[src/design/dt_debug_pkg.sv]
/*
 * Debug timing package for the analog spin array.
 * Sizes, vector types, register map and counter states.
 */
`default_nettype none

package dt_debug_pkg;

    // Array geometry
    localparam int NUM_SPIN         = 8;
    localparam int BITDATA          = 4;
    localparam int COUNTER_BITWIDTH = 16;

    // Wishbone sizes
    localparam int WB_DATA_W = 32;
    localparam int WB_ADDR_W = 3;

    typedef logic [COUNTER_BITWIDTH-1:0]  cycle_cnt_t;
    typedef logic [NUM_SPIN-1:0]          row_sel_t;
    typedef logic [NUM_SPIN*BITDATA-1:0]  bitline_t;
    typedef logic [WB_DATA_W-1:0]         wb_data_t;
    typedef logic [WB_ADDR_W-1:0]         wb_addr_t;

    // Register word addresses
    localparam wb_addr_t ADDR_CTRL   = 3'd0;
    localparam wb_addr_t ADDR_CFG    = 3'd1;
    localparam wb_addr_t ADDR_SEL    = 3'd2;
    localparam wb_addr_t ADDR_WDATA  = 3'd3;
    localparam wb_addr_t ADDR_CMD    = 3'd4;
    localparam wb_addr_t ADDR_STATUS = 3'd5;
    localparam wb_addr_t ADDR_RDATA  = 3'd6;

    // Bit positions inside CMD
    localparam int CMD_WR_BIT = 0;
    localparam int CMD_RD_BIT = 1;

    // Phase counter states
    typedef enum logic {
        PH_IDLE,
        PH_COUNT
    } phase_state_t;

endpackage

`default_nettype wire

[src/design/step_counter.sv]
/*
 * Phase length counter with a loadable limit.
 * Flags the step that reaches the limit, then clears itself.
 */
`default_nettype none

module step_counter import dt_debug_pkg::*; (
    input  logic       clk_i,
    input  logic       reset_i,
    input  logic       en_i,
    input  logic       load_i,
    input  cycle_cnt_t limit_i,
    input  logic       recount_i,
    input  logic       step_en_i,
    output logic       maxed_o
);

    phase_state_t state_q;
    cycle_cnt_t   limit_q;
    cycle_cnt_t   count_q;
    cycle_cnt_t   count_next;
    logic         step;

    assign step = en_i & step_en_i;

    // First step after idle counts as one
    assign count_next = (state_q == PH_COUNT) ? count_q + 1'b1 : cycle_cnt_t'(1);

    assign maxed_o = step & (count_next == limit_q);

    always_ff @(posedge clk_i) begin
        if (reset_i) begin
            limit_q <= '0;
        end else if (load_i) begin
            limit_q <= limit_i;
        end
    end

    always_ff @(posedge clk_i) begin
        if (reset_i || !en_i || recount_i) begin
            state_q <= PH_IDLE;
            count_q <= '0;
        end else if (step) begin
            if (maxed_o) begin
                // Wrap back so the next phase starts fresh
                state_q <= PH_IDLE;
                count_q <= '0;
            end else begin
                state_q <= PH_COUNT;
                count_q <= count_next;
            end
        end
    end

    // A zero limit would never terminate the phase
    a_limit_nonzero: assert property (
        @(posedge clk_i) disable iff (reset_i)
        step_en_i |-> (limit_q != '0)
    ) else $error("step_counter stepping with a zero limit");

endmodule

`default_nettype wire

[src/design/analog_dt_debug.sv]
/*
 * Write/read timing for the analog spin array debug port.
 * Drives one word line for the high phase, then waits out the low phase.
 */
`default_nettype none

module analog_dt_debug import dt_debug_pkg::*; (
    input  logic       clk_i,
    input  logic       reset_i,
    input  logic       en_i,
    // Phase configuration
    input  logic       configure_enable_i,
    input  cycle_cnt_t cycle_per_wwl_high_i,
    input  cycle_cnt_t cycle_per_wwl_low_i,
    // Commands and data from the register block
    input  logic       debug_wen_i,
    input  logic       debug_ren_i,
    input  row_sel_t   debug_j_one_hot_wwl_i,
    input  logic       debug_h_wwl_i,
    input  bitline_t   debug_wdata_i,
    output logic       wwl_high_counter_maxed_o,
    // Analog array side
    output row_sel_t   j_one_hot_wwl_o,
    output logic       h_wwl_o,
    output bitline_t   wbl_o,
    // Status
    output logic       debug_dt_idle_o,
    output logic       debug_dt_w_idle_o,
    output logic       debug_dt_r_idle_o
);

    logic     w_busy_q;
    logic     r_busy_q;
    logic     busy;
    logic     start_w;
    logic     start_r;
    logic     start;
    logic     high_active_q;
    logic     low_active_q;
    logic     high_maxed;
    logic     low_maxed;
    logic     high_end;
    logic     op_end;
    row_sel_t j_wwl_q;
    logic     h_wwl_q;
    bitline_t wbl_q;

    assign busy = w_busy_q | r_busy_q;

    // Write has priority and a command arriving while busy is dropped
    assign start_w = en_i & ~busy & debug_wen_i;
    assign start_r = en_i & ~busy & ~debug_wen_i & debug_ren_i;
    assign start   = start_w | start_r;

    // Dropping enable aborts either phase
    assign high_end = ~en_i | high_maxed;
    assign op_end   = ~en_i | low_maxed;

    always_ff @(posedge clk_i) begin
        if (reset_i) begin
            w_busy_q      <= 1'b0;
            r_busy_q      <= 1'b0;
            high_active_q <= 1'b0;
            low_active_q  <= 1'b0;
        end else begin
            if (op_end) begin
                w_busy_q <= 1'b0;
                r_busy_q <= 1'b0;
            end else begin
                if (start_w) w_busy_q <= 1'b1;
                if (start_r) r_busy_q <= 1'b1;
            end

            if (high_end) begin
                high_active_q <= 1'b0;
            end else if (start) begin
                high_active_q <= 1'b1;
            end

            if (op_end) begin
                low_active_q <= 1'b0;
            end else if (high_maxed) begin
                low_active_q <= 1'b1;
            end
        end
    end

    // Word line held for the high phase only
    always_ff @(posedge clk_i) begin
        if (reset_i || high_end) begin
            j_wwl_q <= '0;
            h_wwl_q <= 1'b0;
        end else if (start) begin
            j_wwl_q <= debug_j_one_hot_wwl_i;
            h_wwl_q <= debug_h_wwl_i;
        end
    end

    // Bit lines carry write data through both phases
    always_ff @(posedge clk_i) begin
        if (reset_i || op_end) begin
            wbl_q <= '0;
        end else if (start_w) begin
            wbl_q <= debug_wdata_i;
        end
    end

    step_counter i_wwl_high_counter (
        .clk_i     (clk_i),
        .reset_i   (reset_i),
        .en_i      (en_i),
        .load_i    (configure_enable_i),
        .limit_i   (cycle_per_wwl_high_i),
        .recount_i (start),
        .step_en_i (high_active_q),
        .maxed_o   (high_maxed)
    );

    step_counter i_wwl_low_counter (
        .clk_i     (clk_i),
        .reset_i   (reset_i),
        .en_i      (en_i),
        .load_i    (configure_enable_i),
        .limit_i   (cycle_per_wwl_low_i),
        .recount_i (start),
        .step_en_i (low_active_q),
        .maxed_o   (low_maxed)
    );

    assign wwl_high_counter_maxed_o = high_maxed;
    assign j_one_hot_wwl_o          = j_wwl_q;
    assign h_wwl_o                  = h_wwl_q;
    assign wbl_o                    = wbl_q;
    assign debug_dt_idle_o          = ~busy;
    assign debug_dt_w_idle_o        = ~w_busy_q;
    assign debug_dt_r_idle_o        = ~r_busy_q;

    a_j_onehot: assert property (
        @(posedge clk_i) disable iff (reset_i)
        $onehot0(j_one_hot_wwl_o)
    ) else $error("more than one J word line driven");

    a_busy_exclusive: assert property (
        @(posedge clk_i) disable iff (reset_i)
        !(w_busy_q && r_busy_q)
    ) else $error("write and read busy at the same time");

endmodule

`default_nettype wire

[src/design/debug_wb_regs.sv]
/*
 * Wishbone classic register block for the debug timing unit.
 * Holds configuration, issues command pulses, captures read data.
 */
`default_nettype none

module debug_wb_regs import dt_debug_pkg::*; (
    input  logic       clk_i,
    input  logic       reset_i,
    // Wishbone classic slave
    input  logic       wb_cyc_i,
    input  logic       wb_stb_i,
    input  logic       wb_we_i,
    input  wb_addr_t   wb_adr_i,
    input  wb_data_t   wb_dat_i,
    output wb_data_t   wb_dat_o,
    output logic       wb_ack_o,
    // Read bit lines from the array
    input  bitline_t   analog_rbl_i,
    // Towards the timing block
    output logic       en_o,
    output logic       configure_enable_o,
    output cycle_cnt_t cycle_per_wwl_high_o,
    output cycle_cnt_t cycle_per_wwl_low_o,
    output logic       debug_wen_o,
    output logic       debug_ren_o,
    output row_sel_t   debug_j_one_hot_wwl_o,
    output logic       debug_h_wwl_o,
    output bitline_t   debug_wdata_o,
    // Back from the timing block
    input  logic       wwl_high_counter_maxed_i,
    input  logic       debug_dt_idle_i,
    input  logic       debug_dt_w_idle_i,
    input  logic       debug_dt_r_idle_i
);

    logic       ack_q;
    logic       wr_en;
    logic       cfg_wr;
    logic       cmd_wr;
    logic       ctrl_en_q;
    cycle_cnt_t cfg_high_q;
    cycle_cnt_t cfg_low_q;
    row_sel_t   sel_j_q;
    logic       sel_h_q;
    bitline_t   wdata_q;
    bitline_t   rdata_q;
    logic       read_cmd_q;

    // Ack one cycle after cyc and stb and never back to back
    always_ff @(posedge clk_i) begin
        if (reset_i) begin
            ack_q <= 1'b0;
        end else begin
            ack_q <= wb_cyc_i & wb_stb_i & ~ack_q;
        end
    end

    assign wb_ack_o = ack_q;
    assign wr_en    = ack_q & wb_we_i;
    assign cfg_wr   = wr_en & (wb_adr_i == ADDR_CFG);
    assign cmd_wr   = wr_en & (wb_adr_i == ADDR_CMD);

    always_ff @(posedge clk_i) begin
        if (reset_i) begin
            ctrl_en_q  <= 1'b0;
            cfg_high_q <= '0;
            cfg_low_q  <= '0;
            sel_j_q    <= '0;
            sel_h_q    <= 1'b0;
        end else if (wr_en) begin
            case (wb_adr_i)
                ADDR_CTRL: ctrl_en_q <= wb_dat_i[0];
                ADDR_CFG: begin
                    cfg_high_q <= wb_dat_i[COUNTER_BITWIDTH-1:0];
                    cfg_low_q  <= wb_dat_i[2*COUNTER_BITWIDTH-1:COUNTER_BITWIDTH];
                end
                ADDR_SEL: begin
                    sel_j_q <= wb_dat_i[NUM_SPIN-1:0];
                    sel_h_q <= wb_dat_i[NUM_SPIN];
                end
                default: ;
            endcase
        end
    end

    always_ff @(posedge clk_i) begin
        if (wr_en && (wb_adr_i == ADDR_WDATA)) begin
            wdata_q <= wb_dat_i;
        end
    end

    // Only a command seen while idle can start, so only then is it recorded
    always_ff @(posedge clk_i) begin
        if (reset_i) begin
            read_cmd_q <= 1'b0;
        end else if (cmd_wr && debug_dt_idle_i) begin
            read_cmd_q <= ~wb_dat_i[CMD_WR_BIT] & wb_dat_i[CMD_RD_BIT];
        end
    end

    // Sample the array at the last cycle of the word-line pulse
    always_ff @(posedge clk_i) begin
        if (wwl_high_counter_maxed_i && read_cmd_q) begin
            rdata_q <= analog_rbl_i;
        end
    end

    always_comb begin
        wb_dat_o = '0;
        case (wb_adr_i)
            ADDR_CTRL:   wb_dat_o[0] = ctrl_en_q;
            ADDR_CFG:    wb_dat_o = {cfg_low_q, cfg_high_q};
            ADDR_SEL:    wb_dat_o[NUM_SPIN:0] = {sel_h_q, sel_j_q};
            ADDR_WDATA:  wb_dat_o = wdata_q;
            ADDR_STATUS: wb_dat_o[2:0] = {debug_dt_r_idle_i, debug_dt_w_idle_i, debug_dt_idle_i};
            ADDR_RDATA:  wb_dat_o = rdata_q;
            default:     wb_dat_o = '0;
        endcase
    end

    assign en_o               = ctrl_en_q;
    assign configure_enable_o = cfg_wr;

    // Counters load during the ack cycle, so the new limits bypass the register
    assign cycle_per_wwl_high_o = cfg_wr ? wb_dat_i[COUNTER_BITWIDTH-1:0] : cfg_high_q;
    assign cycle_per_wwl_low_o  = cfg_wr ? wb_dat_i[2*COUNTER_BITWIDTH-1:COUNTER_BITWIDTH]
                                         : cfg_low_q;

    assign debug_wen_o           = cmd_wr & wb_dat_i[CMD_WR_BIT];
    assign debug_ren_o           = cmd_wr & wb_dat_i[CMD_RD_BIT];
    assign debug_j_one_hot_wwl_o = sel_j_q;
    assign debug_h_wwl_o         = sel_h_q;
    assign debug_wdata_o         = wdata_q;

    // Relies on the master holding the request until it is acknowledged
    a_ack_in_cycle: assert property (
        @(posedge clk_i) disable iff (reset_i)
        wb_ack_o |-> (wb_cyc_i && wb_stb_i)
    ) else $error("Wishbone ack raised without an active cycle");

endmodule

`default_nettype wire

[src/design/dt_debug_top.sv]
/*
 * Debug timing top level.
 * Joins the Wishbone register block to the analog timing block.
 */
`default_nettype none

module dt_debug_top import dt_debug_pkg::*; (
    input  logic     clk_i,
    input  logic     reset_i,
    // Wishbone classic slave
    input  logic     wb_cyc_i,
    input  logic     wb_stb_i,
    input  logic     wb_we_i,
    input  wb_addr_t wb_adr_i,
    input  wb_data_t wb_dat_i,
    output wb_data_t wb_dat_o,
    output logic     wb_ack_o,
    // Analog array pins
    input  bitline_t analog_rbl_i,
    output row_sel_t j_one_hot_wwl_o,
    output logic     h_wwl_o,
    output bitline_t wbl_o
);

    logic       en;
    logic       configure_enable;
    cycle_cnt_t cycle_per_wwl_high;
    cycle_cnt_t cycle_per_wwl_low;
    logic       debug_wen;
    logic       debug_ren;
    row_sel_t   debug_j_one_hot_wwl;
    logic       debug_h_wwl;
    bitline_t   debug_wdata;
    logic       wwl_high_counter_maxed;
    logic       debug_dt_idle;
    logic       debug_dt_w_idle;
    logic       debug_dt_r_idle;

    debug_wb_regs i_regs (
        .clk_i                    (clk_i),
        .reset_i                  (reset_i),
        .wb_cyc_i                 (wb_cyc_i),
        .wb_stb_i                 (wb_stb_i),
        .wb_we_i                  (wb_we_i),
        .wb_adr_i                 (wb_adr_i),
        .wb_dat_i                 (wb_dat_i),
        .wb_dat_o                 (wb_dat_o),
        .wb_ack_o                 (wb_ack_o),
        .analog_rbl_i             (analog_rbl_i),
        .en_o                     (en),
        .configure_enable_o       (configure_enable),
        .cycle_per_wwl_high_o     (cycle_per_wwl_high),
        .cycle_per_wwl_low_o      (cycle_per_wwl_low),
        .debug_wen_o              (debug_wen),
        .debug_ren_o              (debug_ren),
        .debug_j_one_hot_wwl_o    (debug_j_one_hot_wwl),
        .debug_h_wwl_o            (debug_h_wwl),
        .debug_wdata_o            (debug_wdata),
        .wwl_high_counter_maxed_i (wwl_high_counter_maxed),
        .debug_dt_idle_i          (debug_dt_idle),
        .debug_dt_w_idle_i        (debug_dt_w_idle),
        .debug_dt_r_idle_i        (debug_dt_r_idle)
    );

    analog_dt_debug i_dt (
        .clk_i                    (clk_i),
        .reset_i                  (reset_i),
        .en_i                     (en),
        .configure_enable_i       (configure_enable),
        .cycle_per_wwl_high_i     (cycle_per_wwl_high),
        .cycle_per_wwl_low_i      (cycle_per_wwl_low),
        .debug_wen_i              (debug_wen),
        .debug_ren_i              (debug_ren),
        .debug_j_one_hot_wwl_i    (debug_j_one_hot_wwl),
        .debug_h_wwl_i            (debug_h_wwl),
        .debug_wdata_i            (debug_wdata),
        .wwl_high_counter_maxed_o (wwl_high_counter_maxed),
        .j_one_hot_wwl_o          (j_one_hot_wwl_o),
        .h_wwl_o                  (h_wwl_o),
        .wbl_o                    (wbl_o),
        .debug_dt_idle_o          (debug_dt_idle),
        .debug_dt_w_idle_o        (debug_dt_w_idle),
        .debug_dt_r_idle_o        (debug_dt_r_idle)
    );

endmodule

`default_nettype wire

[config.mk]
export PLATFORM = sky130hd
export DESIGN_NAME = dt_debug_top
export DESIGN_NICKNAME = d
export VERILOG_FILES = /design/src/design/dt_debug_pkg.sv /design/src/design/step_counter.sv /design/src/design/analog_dt_debug.sv /design/src/design/debug_wb_regs.sv /design/src/design/dt_debug_top.sv
export SDC_FILE = /design/constraint.sdc
export NUM_CORES = 1
export LEC_CHECK = 0
export BUFFER_PORTS_ARGS = -buffer_cell sky130_fd_sc_hd__buf_2
export CORE_UTILIZATION = 42
export CTS_CLUSTER_DIAMETER = 50
export DETAILED_ROUTE_END_ITERATION = 16
export PLACE_DENSITY_LB_ADDON = 0.08
export SYNTH_ARGS = -nofsm -noshare
export SYNTH_HDL_FRONTEND = slang
export SYNTH_HIERARCHICAL = 1
export SYNTH_SLANG_ARGS = --single-unit
[constraint.sdc]
create_clock -name clk_i -period 4.55 [get_ports clk_i]
set_input_delay 1.365 -clock clk_i [delete_from_list [all_inputs] [get_ports clk_i]]
set_output_delay 1.365 -clock clk_i [all_outputs]
set_load 0.05 [all_outputs]
==> metrics.txt <==
count leader, synth dfxtp_1; DR top layer met5; Die Area 0.02842 mm^2; I/O Pins ~150; Fin Setup TNS 0 ps; CP required approximately 3200 ps; prevailing post-synth register cell dfxtp_1; CTS buffer count 29; Met1 Wirelength 15790 um; worst-case reg-to-reg path depth 9; CP max FO 23; Yosys reg bits 219; first-pass GRT wire length 48800 um; Post-Synthesis Cells around 1200; Max Slew Vio Count 0; cell taking the most area after synthesis dfxtp_1; 1st-iter DRT viols approximately 630; largest net degree at the start of global routing between 60 and 70; Max Root-Sink Buffers 3; post-synthesis sequential area ratio 0.4311; Clock Latency Late Sink ~550 ps; gr usage total 0.2175; Async SR Flop Fraction 0; crit path capture type output pin; Worst-path clk slew 60 ps; Fin. Hold Viols 0; clk root buf clkbuf_16; Avg Inst Size Synth a little under 10 um^2; outcome complete, no violations; share of the synthesized area in the top cell type 0.2662; worst min path class reg2reg; MaxCap Viol Count 0; fin util 0.5005; placer congestion estimate 0.8447; Syn Nets 1260; IO Port Bufs 145; Core Area 0.02710 mm^2; area occupied by multi-input gates 0.005971 mm^2; register area 0.005025 mm^2; EDFF count, synth 64; f_max 0.2437 GHz; crit path buf inv count 3; Antenna Cells 0; CP arrival ~2700 ps; synth unique cells 80; post-CTS setup buffers 0; # rows 60; CTS tree built; Wirelength per Cell 18.23 um; residual DRC count 0; kind of critical path in2out; detail-routed via count per cell 5.354; Final ANT Viol Nets 0; DP HPWL 22490 um; hold depth 2; initial core utilization 0.4301; 1st-pass router iterations 5; Leak around 4.7 nW; Crit path max-delay family buffers and inverters; fin nets 1385; leading post-synthesis cells by cell area dfxtp_1 (27%), edfxtp_1 (16%), mux2i_1 (9.2%); routed length on met3 1414 um; fin crit share 0.9017; Post-Layout Inst Area around 0.014 mm^2; Die W 168.6 um; initial antenna violation count 1; Synth top cells by count dfxtp_1 (155), nand2_1 (149), mux2i_1 (107); wire length on met2 around 13000 um; Max stage delay on crit path 340 ps; yosys warns 6; hold_ws 454.4 ps; crit path launch type input port; Post-Synthesis Cell Area 0.01166 mm^2; H-tree depth 1; P&R area growth vs syn 16.36%; cell mode on critical path buf_2; Tmin final about 4100 ps; power density cells 328.3 mW/mm^2; Post-CTS Resized 0; RSZ-0062 raised after global routing no; slowest cell on the critical path buf_2; Rel. slew slack 0.3900; drt total wl 31100 um; gr ovfl total 0; # fillers 2594; CP cell instances buf_2 > and3b_1 > buf_4 > nand2_1 > o21ai_0 > buf_2; number of clock sinks 219; stages on the worst setup path 6; height of the die 168.6 um; # setup viols final 0; Max IR drop VDD between 0.2 and 0.3 mV; DR vias slightly above 9000; Worst-Margin Slew approximately 900 ps; vias in the first global route ~8600; share of cells above drive strength 1 0.2751; Post-CTS Hold Buffers 0; Cell Area, Placed 0.01260 mm^2; Clock Skew between 8 and 9 ps
## final timing paths
check / from / slack, ps / to
min reg2reg: i_dt/j_one_hot_wwl_o[2]$_SDFFE_PP0P_ / 450 / i_dt/j_one_hot_wwl_o[2]$_SDFFE_PP0P_
max: wb_adr_i[2] / 450 / wb_dat_o[12]
max reg2reg: i_dt/i_wwl_low_counter/count_q[0]$_SDFFE_PP0P_ / 810 / i_dt/i_wwl_low_counter/count_q[15]$_SDFFE_PP0P_
min: i_dt/j_one_hot_wwl_o[2]$_SDFFE_PP0P_ / 450 / i_dt/j_one_hot_wwl_o[2]$_SDFFE_PP0P_
## metrics by stage
stage               cells  setup WS [ps]  total power, mW
floorplan            1186          6.118            2.174
global placement     1652          462.2            2.246
finish               1706          447.3            4.452
CTS                  1706          492.1            4.520
global route         1706          331.9            4.599
detailed placement   1652          489.9            2.248
## cells by family after synthesis
logic type	Yosys count	share of synthesized area
flip-flops	219	0.4311
adder cells (fa/ha/maj)	2	0.002147
XOR/XNOR	18	0.01589
buffers and inverters	113	0.05743
AND/OR/NAND/NOR	461	0.2145
AO/OA/AOI/OAI	227	0.1481
multiplexers	146	0.1309
## metal layers
layer | global-route usage | vias to the layer above
met1 | 0.3222 | 4315
met4 | 0.05217 | 2
met5 | 0 | -
met2 | 0.3327 | 226
li1 | - | 4545
met3 | 0.02946 | 46
## sequential cells by signal, summed over array words and instances (netlist names), 16 cells and up
register,count
i_dt/i_wwl_high_counter/count_q,16
i_regs/cfg_high_q,16
i_dt/i_wwl_high_counter/limit_q,16
i_regs/cfg_low_q,16
i_dt/i_wwl_low_counter/limit_q,16
i_regs/debug_wdata_o,32
i_dt/i_wwl_low_counter/count_q,16
i_dt/wbl_o,32
i_regs/rdata_q,32
## tightest hold or removal path, stage by stage (launching register included)
cell and delay [ps]:
dfxtp_1 310, nand2_1 50, o21ai_1 50
## area by class of cell
class,instances,area share
well taps,372,0.03432
clock inverters,15,0.01079
clock buffers,39,0.06006
repair buffers,175,0.07491
flip-flops and latches,219,0.3705
inverters,32,0.009225
multi-input cells,854,0.4402
## cell usage in the layout, fill, tap and decap left out, drive strengths merged, types with 3 or more instances in the layout
cell and count:
buf 175, dfxtp 155, nand2 149, mux2i 107
nand2b 80, nor2 74, a21oi 67, edfxtp 64
o21ai 60, inv 40, mux2 39, clkbuf 39
nand4 37, nand3 35, o22ai 25, a31oi 14
nor4 14, xnor2 12, and3 12, nor3 11
a22oi 10, and2 8, o21a 6, and4 6
a211o 6, clkinv 6, nand3b 5, o31a 4
xor2 4, o211a 4, nor2b 4, nand4b 4
a31o 4, or3 4, nor3b 4, o311ai 4
o211ai 3, or2 3
## where the power goes
group / switching [mW] / internal [mW] / leakage, nW
combinational: 0.124 / 0.0706 / 2.43
sequential: 0.00253 / 2.01 / 1.82
clock: 0.910 / 1.34 / 0.479
total: 1.04 / 3.42 / 4.73
No activity file was read; power rests on OpenSTA's default activity.
